<file path="config.mk">
export PLATFORM = sky130hd
export DESIGN_NAME = shared_mem_top
export DESIGN_NICKNAME = d
export VERILOG_FILES = /design/src/rtl/arb_pkg.sv /design/src/rtl/shared_mem_top.sv /design/src/rtl/rsp_router.sv /design/src/rtl/sram_bank.sv /design/src/rtl/rr_arb_tree.sv /design/src/rtl/lzc.sv
export VERILOG_INCLUDE_DIRS = /design/src /design/src/include
export SDC_FILE = /design/constraint.sdc
export NUM_CORES = 2
export LEC_CHECK = 0
export BUFFER_PORTS_ARGS = -buffer_cell sky130_fd_sc_hd__buf_4
export CORE_UTILIZATION = 60
export DETAILED_ROUTE_END_ITERATION = 16
export PLACE_DENSITY = 0.75
export SLEW_MARGIN = 5
export SYNTH_ARGS = -nofsm -noshare
export SYNTH_HDL_FRONTEND = slang
export SYNTH_SLANG_ARGS = --single-unit
</file>
<file path="constraint.sdc">
create_clock -name clk_i -period 4 [get_ports clk_i]
set_input_delay 0.2 -clock clk_i [delete_from_list [all_inputs] [get_ports clk_i]]
set_output_delay 0.2 -clock clk_i [all_outputs]
set_load 0.01 [all_outputs]
</file>
<file path="src/include/arb_settings.svh">
////////////////////
// shared memory port arbiter
// compile time sizes and the arbitration mode switch
////////////////////

`ifndef ARB_SETTINGS_SVH
`define ARB_SETTINGS_SVH

// number of client ports that compete for the bank
`define ARB_NUM_PORTS 4

// word address width, the bank holds 2**ARB_ADDR_W words
`define ARB_ADDR_W 6

// width of one data word
`define ARB_DATA_W 16

// 1 selects the trailing zero fair update, 0 selects the plain increment
`define ARB_FAIR 1'b1

`endif
</file>
<file path="src/rtl/arb_pkg.sv">
////////////////////
// shared memory port arbiter
// request, response and port index types used across the design
////////////////////

`default_nettype none

`include "arb_settings.svh"

package arb_pkg;

  // index of one client port, also the width of the round robin priority
  typedef logic [$clog2(`ARB_NUM_PORTS)-1:0] port_idx_t;

  // one memory request as a client presents it
  typedef struct packed {
    // set for a write, clear for a read
    logic                   we;
    // word address inside the bank
    logic [`ARB_ADDR_W-1:0] addr;
    // data written when we is set
    logic [`ARB_DATA_W-1:0] wdata;
  } mem_req_t;

  // the answer of the bank, returned one cycle after the accept
  typedef struct packed {
    logic [`ARB_DATA_W-1:0] rdata;
  } mem_rsp_t;

endpackage

`default_nettype wire

</file>
<file path="src/rtl/shared_mem_top.sv">
////////////////////
// shared memory port arbiter, top level
// four clients share one memory bank through a round robin tree,
// responses return one cycle after the grant
////////////////////

`timescale 1ns/100ps
`default_nettype none

`include "arb_settings.svh"

module shared_mem_top (
  input  logic                                   clk_i,
  input  logic                                   rst_ni,
  input  logic                                   flush_i,
  input  logic                                   stall_i,
  input  logic              [`ARB_NUM_PORTS-1:0] req_i,
  input  arb_pkg::mem_req_t [`ARB_NUM_PORTS-1:0] port_req_i,
  output logic              [`ARB_NUM_PORTS-1:0] gnt_o,
  output logic              [`ARB_NUM_PORTS-1:0] rsp_valid_o,
  output logic              [`ARB_DATA_W-1:0]    rsp_rdata_o
);

  logic               arb_req;
  arb_pkg::mem_req_t  arb_data;
  arb_pkg::port_idx_t arb_idx;
  arb_pkg::mem_rsp_t  bank_rsp;
  logic               accept;

  // a request is taken in every cycle that has a winner and no stall
  assign accept = arb_req & ~stall_i;

  // the bank is ready exactly when it is not stalled
  rr_arb_tree #(
    .NumIn   (`ARB_NUM_PORTS),
    .FairArb (`ARB_FAIR)
  ) i_arb (
    .clk_i   (clk_i),
    .rst_ni  (rst_ni),
    .flush_i (flush_i),
    .req_i   (req_i),
    .data_i  (port_req_i),
    .gnt_o   (gnt_o),
    .req_o   (arb_req),
    .gnt_i   (~stall_i),
    .data_o  (arb_data),
    .idx_o   (arb_idx)
  );

  sram_bank i_bank (
    .clk_i       (clk_i),
    .rst_ni      (rst_ni),
    .req_valid_i (arb_req),
    .req_i       (arb_data),
    .accept_i    (accept),
    .rsp_o       (bank_rsp)
  );

  // the router tracks which port the read data belongs to
  rsp_router i_router (
    .clk_i       (clk_i),
    .rst_ni      (rst_ni),
    .accept_i    (accept),
    .idx_i       (arb_idx),
    .rsp_valid_o (rsp_valid_o)
  );

  // read data is broadcast, each port qualifies it with its own valid
  assign rsp_rdata_o = bank_rsp.rdata;

endmodule

`default_nettype wire

</file>
<file path="src/rtl/rsp_router.sv">
////////////////////
// response router
// pulses the valid of the port that won one cycle earlier
////////////////////

`timescale 1ns/100ps
`default_nettype none

`include "arb_settings.svh"

module rsp_router (
  input  logic                       clk_i,
  input  logic                       rst_ni,
  input  logic                       accept_i,
  input  arb_pkg::port_idx_t         idx_i,
  output logic [`ARB_NUM_PORTS-1:0]  rsp_valid_o
);

  logic               acc_q;
  arb_pkg::port_idx_t idx_q;

  // the accept strobe lines up with the bank read data
  always_ff @(posedge clk_i or negedge rst_ni) begin
    if (!rst_ni) begin
      acc_q <= 1'b0;
    end else begin
      acc_q <= accept_i;
    end
  end

  // winner index, only meaningful while acc_q is high
  always_ff @(posedge clk_i) begin
    if (accept_i) begin
      idx_q <= idx_i;
    end
  end

  // one hot decode, at most one port sees a response per cycle
  always_comb begin
    rsp_valid_o = '0;
    if (acc_q) begin
      rsp_valid_o[idx_q] = 1'b1;
    end
  end

endmodule

`default_nettype wire

</file>
<file path="src/rtl/sram_bank.sv">
////////////////////
// single port memory bank
// read before write, read data appears one cycle after the accept
////////////////////

`timescale 1ns/100ps
`default_nettype none

`include "arb_settings.svh"

module sram_bank (
  input  logic               clk_i,
  input  logic               rst_ni,
  input  logic               req_valid_i,
  input  arb_pkg::mem_req_t  req_i,
  input  logic               accept_i,
  output arb_pkg::mem_rsp_t  rsp_o
);

  localparam int unsigned depth = 2**`ARB_ADDR_W;

  logic [`ARB_DATA_W-1:0] mem_q [depth];
  logic [`ARB_DATA_W-1:0] rdata_q;
  logic                   access;

  // the bank only moves on a valid request that the arbiter handed over
  assign access = req_valid_i & accept_i;

  // the whole array starts out zero so a read of an unwritten word is defined
  always_ff @(posedge clk_i or negedge rst_ni) begin
    if (!rst_ni) begin
      for (int i = 0; i < depth; i++) begin
        mem_q[i] <= '0;
      end
      rdata_q <= '0;
    end else if (access) begin
      // the old word is captured even on a write
      rdata_q <= mem_q[req_i.addr];
      if (req_i.we) begin
        mem_q[req_i.addr] <= req_i.wdata;
      end
    end
  end

  assign rsp_o.rdata = rdata_q;

endmodule

`default_nettype wire

</file>
<file path="src/rtl/rr_arb_tree.sv">
////////////////////
// round robin arbitration tree
// picks one request per cycle through a binary tree of select nodes,
// holds the decision while the output stalls and muxes the winning payload
////////////////////

`timescale 1ns/100ps
`default_nettype none

`include "arb_settings.svh"

module rr_arb_tree #(
  parameter int unsigned NumIn   = `ARB_NUM_PORTS,
  parameter bit          FairArb = `ARB_FAIR
) (
  input  logic                               clk_i,
  input  logic                               rst_ni,
  input  logic                               flush_i,
  input  logic              [NumIn-1:0]      req_i,
  input  arb_pkg::mem_req_t [NumIn-1:0]      data_i,
  output logic              [NumIn-1:0]      gnt_o,
  output logic                               req_o,
  input  logic                               gnt_i,
  output arb_pkg::mem_req_t                  data_o,
  output arb_pkg::port_idx_t                 idx_o
);

  localparam int unsigned num_levels = $clog2(NumIn);
  localparam int unsigned num_nodes  = 2**num_levels - 1;

  // tree nodes, node 0 is the root and the leaves face the inputs
  arb_pkg::port_idx_t [num_nodes-1:0] idx_nodes;
  arb_pkg::mem_req_t  [num_nodes-1:0] data_nodes;
  logic               [num_nodes-1:0] gnt_nodes;
  logic               [num_nodes-1:0] req_nodes;

  // rr_q names the port with the highest priority in the current cycle
  arb_pkg::port_idx_t rr_q;
  arb_pkg::port_idx_t rr_d;
  logic               lock_q;
  logic               lock_d;
  logic [NumIn-1:0]   req_q;
  logic [NumIn-1:0]   req_d;
  logic               accept;

  ////////////////////
  // lock and priority state
  ////////////////////

  // a request that is presented but not taken locks the sampled vector,
  // so a stall cannot change which port wins
  assign lock_d = req_o & ~gnt_i;
  assign req_d  = lock_q ? req_q : req_i;
  assign accept = req_o & gnt_i;

  if (FairArb) begin : gen_fair
    logic [NumIn-1:0]   upper_mask;
    logic [NumIn-1:0]   lower_mask;
    arb_pkg::port_idx_t upper_idx;
    arb_pkg::port_idx_t lower_idx;
    arb_pkg::port_idx_t next_idx;
    logic               upper_empty;
    logic               lower_empty;

    // split the requests into those above the winner and those at or below it
    for (genvar i = 0; i < NumIn; i++) begin : gen_mask
      assign upper_mask[i] = (i >  int'(idx_o)) ? req_d[i] : 1'b0;
      assign lower_mask[i] = (i <= int'(idx_o)) ? req_d[i] : 1'b0;
    end

    lzc #(
      .WIDTH   (NumIn)
    ) i_lzc_upper (
      .in_i    (upper_mask),
      .cnt_o   (upper_idx),
      .empty_o (upper_empty)
    );

    lzc #(
      .WIDTH   (NumIn)
    ) i_lzc_lower (
      .in_i    (lower_mask),
      .cnt_o   (lower_idx),
      .empty_o (lower_empty)
    );

    // the next port above the winner goes first, otherwise wrap around to the lowest requester
    assign next_idx = !upper_empty ? upper_idx :
                      !lower_empty ? lower_idx : rr_q;
    assign rr_d     = accept ? next_idx : rr_q;
  end else begin : gen_incr
    // plain rotation, the port after the winner gets the priority
    assign rr_d = !accept ? rr_q :
                  (idx_o == arb_pkg::port_idx_t'(NumIn - 1)) ? '0 : idx_o + 1'b1;
  end

  // flush returns the priority to port 0 and drops the lock
  always_ff @(posedge clk_i or negedge rst_ni) begin
    if (!rst_ni) begin
      rr_q   <= '0;
      lock_q <= 1'b0;
      req_q  <= '0;
    end else if (flush_i) begin
      rr_q   <= '0;
      lock_q <= 1'b0;
      req_q  <= '0;
    end else begin
      rr_q   <= rr_d;
      lock_q <= lock_d;
      req_q  <= req_d;
    end
  end

  ////////////////////
  // select tree
  ////////////////////

  // grant enters at the root, requests, data and index leave from it
  assign gnt_nodes[0] = gnt_i;
  assign req_o        = req_nodes[0];
  assign data_o       = data_nodes[0];
  assign idx_o        = idx_nodes[0];

  for (genvar lvl = 0; lvl < num_levels; lvl++) begin : gen_level
    for (genvar n = 0; n < 2**lvl; n++) begin : gen_node
      localparam int unsigned node  = 2**lvl - 1 + n;
      localparam int unsigned child = 2**(lvl+1) - 1 + 2*n;
      if (lvl == num_levels - 1) begin : gen_leaf
        if (2*n + 1 < NumIn) begin : gen_pair
          logic sel;
          // take the upper input if the lower is idle, or if both request and the priority bit says so
          assign sel = ~req_d[2*n] | (req_d[2*n+1] & rr_q[num_levels-1-lvl]);
          assign req_nodes[node]  = req_d[2*n] | req_d[2*n+1];
          assign idx_nodes[node]  = arb_pkg::port_idx_t'(sel);
          assign data_nodes[node] = sel ? data_i[2*n+1] : data_i[2*n];
          // a grant only ever reaches a port that is requesting
          assign gnt_o[2*n]       = gnt_nodes[node] & req_d[2*n]   & ~sel;
          assign gnt_o[2*n+1]     = gnt_nodes[node] & req_d[2*n+1] &  sel;
        end else if (2*n < NumIn) begin : gen_single
          // odd port count leaves one input without a partner
          assign req_nodes[node]  = req_d[2*n];
          assign idx_nodes[node]  = '0;
          assign data_nodes[node] = data_i[2*n];
          assign gnt_o[2*n]       = gnt_nodes[node] & req_d[2*n];
        end else begin : gen_pad
          assign req_nodes[node]  = 1'b0;
          assign idx_nodes[node]  = '0;
          assign data_nodes[node] = '0;
        end
      end else begin : gen_inner
        logic sel;
        // same rule one level up, steered by a more significant priority bit
        assign sel = ~req_nodes[child] | (req_nodes[child+1] & rr_q[num_levels-1-lvl]);
        assign req_nodes[node]    = req_nodes[child] | req_nodes[child+1];
        assign idx_nodes[node]    = sel ?
            arb_pkg::port_idx_t'({1'b1, idx_nodes[child+1][num_levels-lvl-2:0]}) :
            arb_pkg::port_idx_t'({1'b0, idx_nodes[child][num_levels-lvl-2:0]});
        assign data_nodes[node]   = sel ? data_nodes[child+1] : data_nodes[child];
        assign gnt_nodes[child]   = gnt_nodes[node] & ~sel;
        assign gnt_nodes[child+1] = gnt_nodes[node] &  sel;
      end
    end
  end

endmodule

`default_nettype wire

</file>
<file path="src/rtl/lzc.sv">
////////////////////
// trailing zero counter
// returns the lowest set bit position and flags an all zero input
////////////////////

`timescale 1ns/100ps
`default_nettype none

`include "arb_settings.svh"

module lzc #(
  parameter int unsigned WIDTH = `ARB_NUM_PORTS,
  localparam int unsigned CntW = (WIDTH > 1) ? $clog2(WIDTH) : 1
) (
  input  logic [WIDTH-1:0] in_i,
  output logic [CntW-1:0]  cnt_o,
  output logic             empty_o
);

  // the input is padded up to a full binary tree, pad bits never win
  localparam int unsigned pad_w     = 2**CntW;
  localparam int unsigned num_nodes = pad_w - 1;

  logic [pad_w-1:0]                in_pad;
  logic [num_nodes-1:0]            sel_nodes;
  logic [num_nodes-1:0][CntW-1:0] cnt_nodes;

  assign in_pad = pad_w'(in_i);

  // each node reports whether its half holds a set bit and where the lowest one sits
  for (genvar lvl = 0; lvl < CntW; lvl++) begin : gen_level
    for (genvar n = 0; n < 2**lvl; n++) begin : gen_node
      localparam int unsigned node  = 2**lvl - 1 + n;
      localparam int unsigned child = 2**(lvl+1) - 1 + 2*n;
      if (lvl == CntW - 1) begin : gen_leaf
        // a leaf looks at two neighbouring input bits, the lower one takes precedence
        assign sel_nodes[node] = in_pad[2*n] | in_pad[2*n+1];
        assign cnt_nodes[node] = CntW'(~in_pad[2*n]);
      end else begin : gen_inner
        // the lower half wins whenever it has any set bit
        assign sel_nodes[node] = sel_nodes[child] | sel_nodes[child+1];
        assign cnt_nodes[node] = sel_nodes[child] ?
                                 CntW'({1'b0, cnt_nodes[child][CntW-lvl-2:0]}) :
                                 CntW'({1'b1, cnt_nodes[child+1][CntW-lvl-2:0]});
      end
    end
  end

  // the root carries the full count
  assign cnt_o   = cnt_nodes[0];
  assign empty_o = ~sel_nodes[0];

endmodule

`default_nettype wire

</file>
* Word level (Yosys, flattened, before mapping) *
Cells that the tools add are included.

operators by class
  mux-type cells = 28
  $lt $le $gt $ge = 10
  reductions and logical operators = 6
  bitwise gates (word level) = 38

operators with widths
  cell                                                  number
  bitwise mux 1024 bit                                  1
  binary-select mux 16 bit (select 6 bit)               1
  demux 16 bit (select 6 bit)                           1
  2-to-1 mux 23 bit                                     3
  2-to-1 mux 16 bit                                     3
  bitwise AND 1 bit                                     16
  2-to-1 mux 2 bit                                      7
  2-to-1 mux 4 bit                                      3
  bitwise OR 1 bit                                      11
  NOT 1 bit                                             10
  2-to-1 mux 1 bit                                      8
  >= comparator 7 bit (second input constant)           1
  < comparator 7 x 1 -> 1 bit (second input constant)   1
  NOT 6 -> 7 bit                                        1
  > comparator 2 bit (first input constant)             2
  <= comparator 2 bit (first input constant)            2
  AND reduction 2 bit                                   2
  < comparator 2 x 3 -> 1 bit (second input constant)   1
  nonzero test 3 bit                                    1
  demux 1 bit (select 2 bit)                            1
  >= comparator 2 x 1 -> 1 bit (second input constant)  1
  > comparator 1 x 2 -> 1 bit (first input constant)    1
  <= comparator 1 x 2 -> 1 bit (first input constant)   1
  logical AND 1 bit                                     2
  nonzero test 2 bit                                    1

word-level totals
  word-level logic and storage cells = 152
  input bits = 100
  register bits after elaboration = 1050
  output and inout bits = 24

* Longest topological paths before layout *
  depth after elaboration = 13
  depth in mapped cells = 15
  gate-level depth less buffers = 10

* By module *
Synthesis repeated with hierarchy kept, for this count alone.

second synthesis, totals
  cells, all modules = 3543
  area total of the unflattened synthesis = 49358.6 um^2

modules (own cells, without submodules)
  module          area an instance (um^2)  sequential area each (um^2)  cells each  instances
  sram_bank       47868.4                  26025.0                      3386        1
  rr_arb_tree     1307.5                   175.2                        140         1
  rsp_router      122.6                    85.1                         7           1
  lzc             25.0                     0.0                          4           2
  shared_mem_top  10.0                     0.0                          2           1

* Worst setup path after synthesis *
No wires, ideal clock.

  kind = register to register
  start = register i_arb.req_q[2]
  end = register i_bank.rdata_q[3], in the netlist i_bank.rsp_o[3]
  buffers on the path = 3
  period minus slack after synthesis = 3.230 ns
  data arrival time = 3.104 ns
  cell stages (with the launch flop) = 12
  data required time = 3.874 ns
  slack = 0.770 ns
  cells stage by stage = dfrtp_1 or3b_1 and3b_4 nor2_4 mux2i_1 buf_6 buf_6 buf_2 mux4_2 a22oi_1 nand4_1 o32a_1

between the ends
  cells in the longest elaborated chain, start to end = 9

RTL lines
  item                                                          line                                    text
  start, declared                                               rr_arb_tree.sv:42                       logic [NumIn-1:0] req_q;
  start signal, assigned                                        rr_arb_tree.sv:110                      req_q <= req_d;
  2-to-1 mux 4 bit (*)                                          rr_arb_tree.sv:53                       assign req_d = lock_q ? req_q : req_i;
  bitwise OR 1 bit / NOT 1 bit (equally long branches)          rr_arb_tree.sv:133, rr_arb_tree.sv:132
  bitwise AND 1 bit / bitwise OR 1 bit (equally long branches)  rr_arb_tree.sv:153, rr_arb_tree.sv:132
  bitwise OR 1 bit / 2-to-1 mux 23 bit (equally long branches)  rr_arb_tree.sv:153, rr_arb_tree.sv:135
  2-to-1 mux 23 bit                                             rr_arb_tree.sv:158                      assign data_nodes[node] = sel ? data_nodes[child+1] : data_nodes[child];
  NOT 6 -> 7 bit (implied by the code)                          sram_bank.sv:38                         rdata_q <= mem_q[req_i.addr];
  binary-select mux 16 bit (select 6 bit)                       sram_bank.sv:38
  2-to-1 mux 16 bit (implied by the code) (2 in series)         sram_bank.sv:38
  end signal, assigned                                          sram_bank.sv:38
  end, declared                                                 sram_bank.sv:23                         logic [`ARB_DATA_W-1:0] rdata_q;

Mark *: on every way between the ends. The rest lies on a longest branch, timed or not. The select of a mux whose other input is x is not followed.
A chain may end at the register's enable or synchronous reset.

* Worst setup path after layout *
  start = register i_arb.rr_q[0]
  end = register i_bank.rdata_q[7], in the netlist i_bank.rsp_o[7]

between the ends
  cells in the longest elaborated chain, start to end = 8

RTL lines
  item                                                       line                text
  start, declared                                            rr_arb_tree.sv:38   arb_pkg::port_idx_t rr_q;
  start signal, assigned                                     rr_arb_tree.sv:108  rr_q <= rr_d;
  bitwise AND 1 bit                                          rr_arb_tree.sv:132  assign sel = ~req_d[2*n] | (req_d[2*n+1] & rr_q[num_levels-1-lvl]);
  bitwise OR 1 bit                                           rr_arb_tree.sv:132
  2-to-1 mux 23 bit                                          rr_arb_tree.sv:135  assign data_nodes[node] = sel ? data_i[2*n+1] : data_i[2*n];
  2-to-1 mux 23 bit (*)                                      rr_arb_tree.sv:158
  NOT 6 -> 7 bit (implied by the code) (*)                   sram_bank.sv:38
  binary-select mux 16 bit (select 6 bit) (*)                sram_bank.sv:38
  2-to-1 mux 16 bit (implied by the code) (*) (2 in series)  sram_bank.sv:38

Marks and branches as above.

==> metrics <==
Reg2Reg Depth=9; Synth Flop Type=dfrtp_1; CP delay by family, top=compound AO/OA/AOI/OAI gates; period utilization=0.9968; Hold Vio Cnt, Final=0; Synth Instances=about 4.4k; Crit Reg-Reg Startpoint=i_arb.rr_q[0]$_DFFE_PN0P_; H-tree levels=3; via count=approximately 38k; syn nets=4500; global route overflow=0; maximum clock insertion buffer count=3; Max-Slew Margin vs Limit=0.1275; post-DP HPWL=roughly 110000 um; Yosys reg bits=1050; Root Driver=clkbuf_16; crit path DAT=4550 ps; Synth cell types=78; initial antenna violation count=10; clock skew=between 20 and 25 ps; Global Route Usage Sum=0.4269; CTS tree=built; R2R Path End=i_bank.rsp_o[7]$_DFFE_PN0P_; Worst-path clk slew=60 ps; die width=283.9 um; total CTS buffers=106; status=completed; largest net degree at the start of global routing=136; Hold WS=around 90 ps; Placer Congestion=approximately 1.1; Slew Limit Fails=0; Fmax achieved=0.2508 GHz; Final #Nets=roughly 4.7k; global-route wire length before repair=252300 um; FF-to-FF setup slack=~13 ps; I/O Buffers=approximately 120; die area=a little over 80000 um2; slowest CP cell=a2111oi_0; PwrDens=around 600 nW/um2; DRC errors left=0; vias in the first global route=37.88k; Die Height=roughly 280 um; Final Util=0.7134; measured slew at the worst slew-check pin=between 1000 and 1500 ps; leakage=between 20 and 30 nW; Async S/R FF share, synth=0.9981; Largest stage delay, worst path=about 880 ps; Post-synth EDFFs=2; Final Setup Violations=0; area growth from synthesis to final layout=16.71%; WL per Instance=between 20 and 30 um; HP Class=primary input to async pin; Crit path buffers/inverters=0; CORE AREA=just under 80000 um2; post-CTS setup buffers=0; Iteration-0 DRC Markers=between 5k and 6k; worst path cell trace=and2_1 -> o22a_1 -> o2111ai_1 -> o21a_4 -> mux2i_1 -> mux2i_1 -> a2111oi_0 -> nand4_1 -> o32a_1; vias per std cell=approximately 6.7; starting density of the core=0.6113; Syn. warnings=0; worst vdd ir=between 0.4 and 0.5 mV; Antenna Nets Post-Route=0; sequential fraction of the synthesis area=0.5514; most frequent cells in the layout=1069 x nand2_1, 1047 x dfrtp_1, 743 x o21ai_0, 345 x buf_4, 297 x mux2_2; Crit path required time=4560 ps; clk sinks=approximately 1.1k; setup TNS=0 ps; most common cell after layout, fill and taps aside=nand2_1; dpl ws=about 65 ps; layout cells sized above 1=0.2409; critical-path maximum fanout=15; max cap viols=0; final worst slack=around 13 ps; IO Pins=~120; row cnt=slightly above 100; Setup CP Type=flip-flop to flip-flop; Cell Area, Synth=~48000 um2; syn avg cell area=about 11 um2; worst-skew pair later-pin latency=about 700 ps; Critical Path Start Type=flip-flop; CP endpoint kind=flip-flop; drt first pass iters=6; fin crit period=3987 ps; most frequent CP cell=mux2i_1; final WL=168900 um; RSZ-0062 raised after global routing=no
worst reg2reg max path, cell delays in order, from the launching register on:
cell       delay [ps]
dfrtp_1           430
and2_1            220
o22a_1            270
o2111ai_1         460
o21a_4            380
mux2i_1           510
mux2i_1           150
a2111oi_0         880
nand4_1           180
o32a_1            360
state kept, by name, summed over array words and instances (netlist names):
register        count
i_arb.lock_q        1
i_arb.req_q         4
i_arb.rr_q          2
i_bank.mem_q     1024
i_bank.rsp_o       16
i_router.acc_q      1
i_router.idx_q      2
synthesized netlist by cell type (10+ instances only):
cell type | instances | area share
nor2_2 | 10 | 0.0013
mux2_2 | 298 | 0.070
nor3_1 | 19 | 0.0020
nand4_1 | 67 | 0.0088
mux2i_1 | 97 | 0.020
a31oi_1 | 14 | 0.0018
mux4_2 | 168 | 0.079
dfrtp_1 | 1048 | 0.55
o21a_1 | 17 | 0.0027
a22oi_1 | 52 | 0.0082
mux2_1 | 11 | 0.0026
a21oi_1 | 26 | 0.0027
o21ai_0 | 744 | 0.078
buf_4 | 17 | 0.0027
a32oi_1 | 13 | 0.0024
nand2_1 | 1069 | 0.084
clkbuf_1 | 267 | 0.021
buf_2 | 73 | 0.0077
nand3_1 | 137 | 0.014
buf_1 | 12 | 0.00094
nor2_1 | 50 | 0.0039
o21ai_1 | 16 | 0.0017
metal layers:
layer	vias up	routed length [um]	track usage
met3	666	23230	0.1485
met2	2650	71740	0.6020
met5	-	56	0
li1	15900	-	-
met4	10	13960	0.2961
met1	19030	59940	0.5550
worst max-delay path by stage:
stage / startpoint / to / slack, ps / depth (start not counted)
global placement: i_arb.lock_q$_DFF_PN0_ / i_bank.rsp_o[7]$_DFFE_PN0P_ / 30 / 10
detailed placement: i_arb.lock_q$_DFF_PN0_ / i_bank.rsp_o[7]$_DFFE_PN0P_ / 60 / 10
global route: i_arb.lock_q$_DFF_PN0_ / i_bank.rsp_o[11]$_DFFE_PN0P_ / 2 / 11
CTS: i_arb.lock_q$_DFF_PN0_ / i_bank.rsp_o[7]$_DFFE_PN0P_ / 9 / 10
finish: i_arb.rr_q[0]$_DFFE_PN0P_ / i_bank.rsp_o[7]$_DFFE_PN0P_ / 10 / 9
floorplan: i_arb.req_q[2]$_DFF_PN0_ / i_bank.rsp_o[3]$_DFFE_PN0P_ / 770 / 11
through the flow:
step | power, mW | instances | cell area (um2)
2_1_floorplan | 19.04 | 4400 | 47670
3_3_place_gp | 22.38 | 5498 | 51950
3_5_place_dp | 22.77 | 5498 | 51950
4_1_cts | 32.90 | 5689 | 55570
5_1_grt | 34.42 | 5689 | 55610
6_report | 33.23 | 5697 | 55630
power breakdown:
| group | internal, mW | leakage [nW] | total, mW | switching, mW |
|---|---|---|---|---|
| Clock | 5.87 | 1.73 | 10.2 | 4.33 |
| Sequential | 13.2 | 14.2 | 14.8 | 1.55 |
| Combinational | 3.30 | 9.35 | 8.26 | 4.96 |
| Total | 22.4 | 25.3 | 33.2 | 10.8 |
layout make-up:
| type | count | area [um2] |
|---|---|---|
| clock inverter | 38 | 560.5 |
| tap | 1040 | 1301 |
| sequential | 1050 | 26290 |
| antenna | 8 | 20.02 |
| timing repair buffer | 441 | 4427 |
| multi-input combinational | 2969 | 20030 |
| fill | 5370 | 22350 |
| clock buffer | 145 | 2980 |
| inverter | 6 | 22.52 |
kinds of logic (layout without fill, tap and decap cells):
kind of cell / after synthesis / count (layout) / synth area share
mux: 577 / 577 / 0.1738
simple gates: 1409 / 1409 / 0.1238
buf+inv: 381 / 630 / 0.03420
flops: 1050 / 1050 / 0.5514
other cells: 0 / 8 / 0
compound gates: 983 / 983 / 0.1167
repair_timing:
item | 4_1_cts | 5_1_grt
endpoints found under the hold margin | 121 | 0
hold buffers | 8 | 0
setup endpoints to repair | 0 | 10
resized for setup | 0 | 8
No activity file was read; power rests on OpenSTA's default activity.
